$ cat src/rtl/cplx_settings.svh
`ifndef CPLX_SETTINGS_SVH
`define CPLX_SETTINGS_SVH

// width of one real or imaginary component
`define CPLX_WIDTH 32

// fraction bits of the fixed-point format
`define CPLX_FRAC 16

`define CPLX_RESULT_DEPTH 2  // entries in the output buffer

`endif

$ cat src/rtl/cplx_pkg.sv
`include "cplx_settings.svh"

package cplx_pkg;

  // opcodes as seen on the command port
  typedef enum logic [1:0] {
    op_mul  = 2'd0,  // a * b
    op_mulc = 2'd1,  // a * conj(b)
    op_add  = 2'd2,
    op_sub  = 2'd3
  } cplx_op_e;

  // decode folds the four opcodes into these two datapath kinds
  typedef enum logic [0:0] {
    kind_mul = 1'b0,
    kind_add = 1'b1
  } exec_kind_e;

  typedef enum logic [2:0] {
    st_idle = 3'd0,
    st_mul1 = 3'd1,  // ar * br
    st_mul2 = 3'd2,  // ac * bc
    st_mul3 = 3'd3,  // (ar + ac) * (br + bc)
    st_done = 3'd4
  } exec_state_e;

  typedef struct packed {
    cplx_op_e               opcode;
    logic [3:0]             tag;
    logic [`CPLX_WIDTH-1:0] ar;
    logic [`CPLX_WIDTH-1:0] ac;
    logic [`CPLX_WIDTH-1:0] br;
    logic [`CPLX_WIDTH-1:0] bc;
  } cplx_cmd_t;

  // operands here already carry any negation needed by mulc and sub
  typedef struct packed {
    exec_kind_e             kind;
    logic [3:0]             tag;
    logic [`CPLX_WIDTH-1:0] ar;
    logic [`CPLX_WIDTH-1:0] ac;
    logic [`CPLX_WIDTH-1:0] br;
    logic [`CPLX_WIDTH-1:0] bc;
  } cplx_oper_t;

  typedef struct packed {
    logic [3:0]             tag;
    logic [`CPLX_WIDTH-1:0] cr;
    logic [`CPLX_WIDTH-1:0] cc;
  } cplx_res_t;

endpackage

$ cat src/rtl/cplx_decode.sv
module cplx_decode (
  input  logic                  clk,
  input  logic                  reset,
  input  logic                  cmd_val,
  output logic                  cmd_rdy,
  input  cplx_pkg::cplx_cmd_t   cmd,
  output logic                  op_val,
  input  logic                  op_rdy,
  output cplx_pkg::cplx_oper_t  op
);

  cplx_pkg::cplx_oper_t dec;  // decoded form of the incoming command
  logic                 accept;

  // the single slot can take a new command when empty or when it drains this cycle
  assign cmd_rdy = !op_val || op_rdy;
  assign accept = cmd_val && cmd_rdy;

  always_comb begin
    dec.tag = cmd.tag;
    dec.ar = cmd.ar;
    dec.ac = cmd.ac;
    dec.br = cmd.br;
    dec.bc = cmd.bc;
    case (cmd.opcode)
      cplx_pkg::op_mul: begin
        dec.kind = cplx_pkg::kind_mul;
      end
      cplx_pkg::op_mulc: begin
        // conj(b) flips the sign of the imaginary part only
        dec.kind = cplx_pkg::kind_mul;
        dec.bc = -cmd.bc;
      end
      cplx_pkg::op_sub: begin
        dec.kind = cplx_pkg::kind_add;
        dec.br = -cmd.br;  // a - b becomes a + (-b)
        dec.bc = -cmd.bc;
      end
      default: begin
        // op_add, and anything unexpected falls back to add
        dec.kind = cplx_pkg::kind_add;
      end
    endcase
  end

  // valid flag
  always_ff @(posedge clk) begin
    if (reset) begin
      op_val <= 1'b0;
    end else if (accept) begin
      op_val <= 1'b1;
    end else if (op_rdy) begin
      op_val <= 1'b0;  // slot drained with nothing behind it
    end
  end

  // operation payload
  always_ff @(posedge clk) begin
    if (accept) begin
      op <= dec;
    end
  end

endmodule

$ cat src/rtl/cplx_execute.sv
`include "cplx_settings.svh"

module cplx_execute (
  input  logic                  clk,
  input  logic                  reset,
  input  logic                  op_val,
  output logic                  op_rdy,
  input  cplx_pkg::cplx_oper_t  op,
  output logic                  res_val,
  input  logic                  res_rdy,
  output cplx_pkg::cplx_res_t   res
);

  // real part is ar*br - ac*bc
  // imaginary part is (ar+ac)(br+bc) - ar*br - ac*bc, which saves one multiply

  cplx_pkg::exec_state_e  state;
  cplx_pkg::exec_state_e  next_state;

  logic [`CPLX_WIDTH-1:0] ar_q;
  logic [`CPLX_WIDTH-1:0] ac_q;
  logic [`CPLX_WIDTH-1:0] br_q;
  logic [`CPLX_WIDTH-1:0] bc_q;
  logic [3:0]             tag_q;

  logic [`CPLX_WIDTH-1:0] arxbr;   // first product, held for both result parts
  logic [`CPLX_WIDTH-1:0] acxbc;
  logic [`CPLX_WIDTH-1:0] cr_q;
  logic [`CPLX_WIDTH-1:0] cc_q;

  logic [`CPLX_WIDTH-1:0] mul_a;
  logic [`CPLX_WIDTH-1:0] mul_b;
  logic [`CPLX_WIDTH-1:0] mul_p;

  logic                   accept;

  assign op_rdy = (state == cplx_pkg::st_idle);
  assign res_val = (state == cplx_pkg::st_done);
  assign accept = op_val && op_rdy;

  always_comb begin
    next_state = state;
    mul_a = '0;
    mul_b = '0;
    case (state)
      cplx_pkg::st_idle: begin
        if (op_val) begin
          // adds finish on acceptance
          next_state = (op.kind == cplx_pkg::kind_mul) ? cplx_pkg::st_mul1
                                                       : cplx_pkg::st_done;
        end
      end
      cplx_pkg::st_mul1: begin
        next_state = cplx_pkg::st_mul2;
        mul_a = ar_q;
        mul_b = br_q;
      end
      cplx_pkg::st_mul2: begin
        next_state = cplx_pkg::st_mul3;
        mul_a = ac_q;
        mul_b = bc_q;
      end
      cplx_pkg::st_mul3: begin
        next_state = cplx_pkg::st_done;
        mul_a = ar_q + ac_q;  // both sums wrap before the multiply
        mul_b = br_q + bc_q;
      end
      cplx_pkg::st_done: begin
        if (res_rdy) next_state = cplx_pkg::st_idle;  // hold result under back-pressure
      end
      default: begin
        next_state = cplx_pkg::st_idle;
      end
    endcase
  end

  fixed_mult u_mult (
    .a (mul_a),
    .b (mul_b),
    .p (mul_p)
  );

  always_ff @(posedge clk) begin
    if (reset) begin
      state <= cplx_pkg::st_idle;
    end else begin
      state <= next_state;
    end
  end

  // operands, partial products and result carry no reset
  always_ff @(posedge clk) begin
    if (accept) begin
      ar_q <= op.ar;
      ac_q <= op.ac;
      br_q <= op.br;
      bc_q <= op.bc;
      tag_q <= op.tag;
      cr_q <= op.ar + op.br;  // only kept for the add path
      cc_q <= op.ac + op.bc;
    end
    if (state == cplx_pkg::st_mul1) arxbr <= mul_p;
    if (state == cplx_pkg::st_mul2) acxbc <= mul_p;
    if (state == cplx_pkg::st_mul3) begin
      // the third product goes straight into the imaginary part
      cr_q <= arxbr - acxbc;
      cc_q <= mul_p - arxbr - acxbc;
    end
  end

  assign res.tag = tag_q;
  assign res.cr = cr_q;
  assign res.cc = cc_q;

endmodule

$ cat src/rtl/cplx_result.sv
`include "cplx_settings.svh"

module cplx_result (
  input  logic                 clk,
  input  logic                 reset,
  input  logic                 res_val,
  output logic                 res_rdy,
  input  cplx_pkg::cplx_res_t  res,
  output logic                 out_val,
  input  logic                 out_rdy,
  output cplx_pkg::cplx_res_t  out
);

  localparam int DEPTH = `CPLX_RESULT_DEPTH;
  localparam int PTR_W = (DEPTH > 1) ? $clog2(DEPTH) : 1;
  localparam int CNT_W = $clog2(DEPTH + 1);

  cplx_pkg::cplx_res_t mem [DEPTH];

  logic [PTR_W-1:0] wr_ptr;
  logic [PTR_W-1:0] rd_ptr;
  logic [CNT_W-1:0] count;  // occupied entries
  logic             wr_en;
  logic             rd_en;

  assign res_rdy = (count != CNT_W'(DEPTH));
  assign out_val = (count != '0);
  assign out = mem[rd_ptr];

  assign wr_en = res_val && res_rdy;
  assign rd_en = out_val && out_rdy;

  always_ff @(posedge clk) begin
    if (reset) begin
      wr_ptr <= '0;
      rd_ptr <= '0;
      count <= '0;
    end else begin
      if (wr_en) begin
        wr_ptr <= (wr_ptr == PTR_W'(DEPTH - 1)) ? '0 : wr_ptr + PTR_W'(1);
      end
      if (rd_en) begin
        rd_ptr <= (rd_ptr == PTR_W'(DEPTH - 1)) ? '0 : rd_ptr + PTR_W'(1);
      end
      // a simultaneous write and read leaves the count alone
      case ({wr_en, rd_en})
        2'b10: count <= count + CNT_W'(1);
        2'b01: count <= count - CNT_W'(1);
        default: count <= count;
      endcase
    end
  end

  // storage
  always_ff @(posedge clk) begin
    if (wr_en) begin
      mem[wr_ptr] <= res;
    end
  end

endmodule

$ cat src/rtl/cplx_unit.sv
module cplx_unit (
  input  logic                 clk,
  input  logic                 reset,
  input  logic                 cmd_val,
  output logic                 cmd_rdy,
  input  cplx_pkg::cplx_cmd_t  cmd,
  output logic                 out_val,
  input  logic                 out_rdy,
  output cplx_pkg::cplx_res_t  out
);

  // decode to execute
  cplx_pkg::cplx_oper_t op;
  logic                 op_val;
  logic                 op_rdy;

  // execute to result buffer
  cplx_pkg::cplx_res_t  res;
  logic                 res_val;
  logic                 res_rdy;

  cplx_decode u_decode (
    .clk     (clk),
    .reset   (reset),
    .cmd_val (cmd_val),
    .cmd_rdy (cmd_rdy),
    .cmd     (cmd),
    .op_val  (op_val),
    .op_rdy  (op_rdy),
    .op      (op)
  );

  cplx_execute u_execute (
    .clk     (clk),
    .reset   (reset),
    .op_val  (op_val),
    .op_rdy  (op_rdy),
    .op      (op),
    .res_val (res_val),
    .res_rdy (res_rdy),
    .res     (res)
  );

  cplx_result u_result (
    .clk     (clk),
    .reset   (reset),
    .res_val (res_val),
    .res_rdy (res_rdy),
    .res     (res),
    .out_val (out_val),
    .out_rdy (out_rdy),
    .out     (out)
  );

endmodule

$ cat src/rtl/fixed_mult.sv
`include "cplx_settings.svh"

module fixed_mult (
  input  logic [`CPLX_WIDTH-1:0] a,
  input  logic [`CPLX_WIDTH-1:0] b,
  output logic [`CPLX_WIDTH-1:0] p
);

  logic signed [`CPLX_WIDTH-1:0]   a_s;
  logic signed [`CPLX_WIDTH-1:0]   b_s;
  logic signed [2*`CPLX_WIDTH-1:0] full;     // exact signed product
  logic signed [2*`CPLX_WIDTH-1:0] shifted;

  assign a_s = a;
  assign b_s = b;
  assign full = a_s * b_s;

  // drop the extra fraction bits, keeping the sign
  assign shifted = full >>> `CPLX_FRAC;

  // upper bits are discarded so the result wraps like every other sum
  assign p = shifted[`CPLX_WIDTH-1:0];

endmodule

$ cat config.mk
export PLATFORM = sky130hd
export DESIGN_NAME = cplx_unit
export DESIGN_NICKNAME = d
export VERILOG_FILES = /design/src/rtl/cplx_pkg.sv /design/src/rtl/cplx_decode.sv /design/src/rtl/cplx_execute.sv /design/src/rtl/cplx_result.sv /design/src/rtl/cplx_unit.sv /design/src/rtl/fixed_mult.sv
export VERILOG_INCLUDE_DIRS = /design/src /design/src/rtl
export SDC_FILE = /design/constraint.sdc
export NUM_CORES = 2
export LEC_CHECK = 0
export BUFFER_PORTS_ARGS = -buffer_cell sky130_fd_sc_hd__buf_4
export CAP_MARGIN = 20
export CORE_MARGIN = 2
export CORE_UTILIZATION = 65
export CTS_BUF_LIST = sky130_fd_sc_hd__clkbuf_4
export DETAILED_ROUTE_END_ITERATION = 7
export GPL_ROUTABILITY_DRIVEN = 1
export PLACE_DENSITY = 0.83
export RECOVER_POWER = 25
export SYNTH_ARGS = -nofsm -noshare
export SYNTH_HDL_FRONTEND = slang
export SYNTH_SLANG_ARGS = --single-unit
$ cat constraint.sdc
create_clock -name clk -period 34.3 [get_ports clk]
set_clock_uncertainty 0.2 [all_clocks]
set_input_delay 6.86 -clock clk [delete_from_list [all_inputs] [get_ports clk]]
set_output_delay 6.86 -clock clk [all_outputs]
set_load 0.01 [all_outputs]
==> key figures <==
STA
  – Final setup vio count: 0
  – Slew of the pin with the lowest slew margin: 1.54 ns
  – Fin Setup TNS: 0 ns
  – Final Hold Viols: 0
  – Fin crit share: 44.0%
  – Peak Freq: 0.0663 GHz
  – Hold WS: 0.218 ns
  – Final Max Slew Viols: 27
  – Relative slew margins: -2.64%
  – Min Tclk post-route: 15.08 ns
  – RSZ-0062 raised after global routing: false

Place
  – RD Place Congestion: 0.993
  – Port buffer count: 207
  – Detailed placement HPWL: 132 mm

Cells and area
  – Filler cells: 6386
  – Area Growth Syn to Fin: 7.94%
  – Commonest non-fill, non-tap cells in the layout: inv_1, fa_1, nand2_1, nor2_1, edfxtp_1
  – Final Util: 70.8%
  – Nets: 7297
  – Most common cell after layout, fill and taps aside: inv_1
  – Sequential cell area: 16100 um2
  – Ratio of cells with drive above 1 in the final layout: 10.9%
  – Area of the multi-input gates: 37500 um2

Detailed routing
  – Vias per cell: 6.11
  – Post-route ant nets: 0
  – Drt initial violations: 4465
  – Via count: 43800
  – DRT Pass-1 Iters: 6
  – DR WL/cell: 24.0 um
  – Total routed wirelength: 172 mm
  – DRC Markers: 0

Min path
  – Min-delay worst type: reg2reg
  – Worst Hold Launch: u_decode.op[131]
  – Hold Path End: u_execute.tag_q[3]
  – WHS Path Cells: 0

Critical path
  – Crit-path slowest cell: nand2_1
  – Worst-path fanout max: 49
  – CP most frequent cell: fa_1
  – Critical Path RT: 34.67 ns
  – Crit-path max cell delay: 0.85 ns
  – RR Endpoint: u_execute.cc_q[29]
  – CP endpoint kind: flip-flop
  – FF-to-FF path depth: 45
  – Flop-to-flop setup slack: 19.22 ns
  – Launch point of the worst reg-to-reg path: u_execute.state[2]
  – Crit path DAT: 15.45 ns
  – Worst setup path category: reg2reg
  – Worst setup SP type: flip-flop

Yosys
  – Ys flop type: edfxtp_1
  – Mapped Cells: 5697
  – Async S/R FF share, synth: 0%
  – Syn Area/Cell: 10.2 um2
  – #FFs+latches synth: 538
  – EDFF count, synth: 529
  – Unique masters post-synth: 88
  – Post-Syn Nets: 7091
  – Sequential share of the synthesized area: 27.7%
  – Ys Warns: 0
  – Mapped cell area: 58000 um2

Clock tree
  – CTS tree: done
  – Num CTS Buffers: 118
  – H-Tree Depth: 3
  – Clk root buf: clkbuf_4
  – Clock transition at path regs: 0.08 ns
  – PostCTS Resize Cnt: 0
  – Worst skew pair latency: 0.90 ns
  – # hold bufs at CTS: 0
  – Clk sinks: 538
  – Post-CTS Setup Repair Bufs: 0
  – Clock tree buffer depth: 3

Floorplanning
  – Core ar.: 88400 um2
  – Die Area: 91600 um2
  – Die X: 303 um
  – Initial Utilization: 65.6%
  – Top Ports: 208
  – # rows: 109
  – Chip Height: 303 um

Run status
  – Failing checks: max-capacitance violations, max-slew violations
  – Outcome: finished, violations left

Run
  – Maxcap violations: 2

Global routing
  – GRT Total Usage: 38.6%
  – Initial antenna violation count: 6
  – Global-route wire length before repair: 263 mm
  – Number of global-route vias before repair: 46100
  – Total grt overflow: 0
  – Largest net degree at the start of global routing: 79

Power and ir drop
  – PwrDens: 34.2 nW/um2
  – Maximum vdd drop: 0.0424 mV
  – P_leak: 27.6 nW
==> cell usage after synthesis, types with 8 or more instances <==
| master | count | area (um2) |
|---|---|---|
| a211oi_1 | 28 | 210 |
| a21boi_0 | 12 | 90.1 |
| a21o_1 | 83 | 623 |
| a21oi_1 | 217 | 1090 |
| a22o_1 | 8 | 70.1 |
| a22oi_1 | 31 | 233 |
| a31oi_1 | 28 | 175 |
| and2_1 | 60 | 375 |
| and3_1 | 16 | 100 |
| buf_1 | 15 | 56.3 |
| clkbuf_1 | 180 | 676 |
| dfxtp_1 | 9 | 180 |
| edfxtp_1 | 529 | 15900 |
| fa_1 | 874 | 17500 |
| ha_1 | 382 | 4780 |
| inv_1 | 1006 | 3780 |
| mux2_2 | 85 | 957 |
| nand2_1 | 676 | 2540 |
| nand2b_1 | 28 | 175 |
| nand3_1 | 47 | 235 |
| nand3b_1 | 10 | 75.1 |
| nand4_1 | 13 | 81.3 |
| nor2_1 | 559 | 2100 |
| nor2b_1 | 40 | 250 |
| nor3_1 | 41 | 205 |
| nor4_1 | 13 | 81.3 |
| o211ai_1 | 13 | 97.6 |
| o21a_1 | 41 | 308 |
| o21ai_0 | 141 | 706 |
| o21ai_1 | 10 | 50.1 |
| o21bai_1 | 24 | 180 |
| o31ai_1 | 24 | 180 |
| o41ai_1 | 11 | 96.3 |
| or2_2 | 14 | 87.6 |
| or3_1 | 34 | 213 |
| xnor2_1 | 180 | 1580 |
| xor2_1 | 83 | 727 |
==> through the flow <==
step,power [mW],instance area (um2),std cells,worst slack [ns]
3_5_place_dp,1.60,61000,6947,20.17
2_1_floorplan,1.35,58000,5697,21.59
6_report,2.14,62600,7166,19.22
5_1_grt,2.24,62600,7163,18.89
4_1_cts,2.13,62600,7158,20.12
3_3_place_gp,1.58,61000,6947,20.37
==> cell families (layout without fill, tap and decap cells) <==
family                   Yosys count  in the layout  share of synthesized area, %
flip-flops                       538            538                          27.7
multiplexers                      91             91                          1.75
adder cells (fa/ha/maj)         1256           1256                          38.4
AO/OA/AOI/OAI                    752            752                          8.42
other                              0              7                             0
AND/OR/NAND/NOR                 1575           1575                          11.6
buffers and inverters           1215           1512                          7.92
XOR/XNOR                         270            270                          4.21
==> layer usage <==
layer  vias to the layer above  track usage [%]  wire [um]
met4                         0             25.2      13800
met2                      2877             60.8      78000
met5                         -                0          0
met3                       774             9.08      19900
met1                     21400             48.2      60200
li1                      18700                -          -
==> registers in the layout (all words and copies together) (netlist names), named ones only <==
signal           flops
u_result.mem       136
u_decode.op        133
u_execute.ac_q      32
u_execute.acxbc     32
u_execute.ar_q      32
u_execute.arxbr     32
u_execute.bc_q      32
u_execute.br_q      32
u_execute.cc_q      32
u_execute.cr_q      32
u_execute.tag_q      4
u_execute.state      3
u_result.count       2
u_decode.op_val      1
u_result.rd_ptr      1
u_result.wr_ptr      1
==> report_power, final <==
part	switching, mW	total, mW	internal, mW
clock network	0.255	0.526	0.271
registers	0.0318	0.821	0.789
logic	0.499	0.796	0.297
==> worst max-delay path: cells and delay by family (launching register included) <==
kind | cells | cell delay [ns]
DFF | 1 | 0.39
AOI/OAI and AO/OA | 15 | 3.19
xor gates and xnor gates | 2 | 0.46
and+or+nand+nor | 10 | 3.17
buffers and inverters | 7 | 2.24
adders and majority gates | 11 | 5.02
==> worst max-delay path by stage <==
stage,slack (ns),from,to
after floorplan,21.59,u_execute.state[0],u_execute.cc_q[28]
after global placement,20.37,u_execute.br_q[3],u_execute.cc_q[29]
after detailed placement,20.17,u_execute.br_q[3],u_execute.cc_q[29]
after CTS,20.12,u_execute.br_q[3],u_execute.cc_q[29]
after global routing,18.89,u_execute.state[2],u_execute.cc_q[29]
final,19.22,u_execute.state[2],u_execute.cc_q[29]
==> final cells by class <==
type,instances,share of cell area (%)
Sequential cell,538,25.7
Antenna cell,7,0.0280
Inverter,1008,6.04
Clock buffer,189,2.27
Multi-Input combinational cell,3944,59.8
Tap cell,1165,2.33
Timing Repair Buffer,293,3.54
Clock inverter,22,0.292
Power figures use the tool's default switching activity.
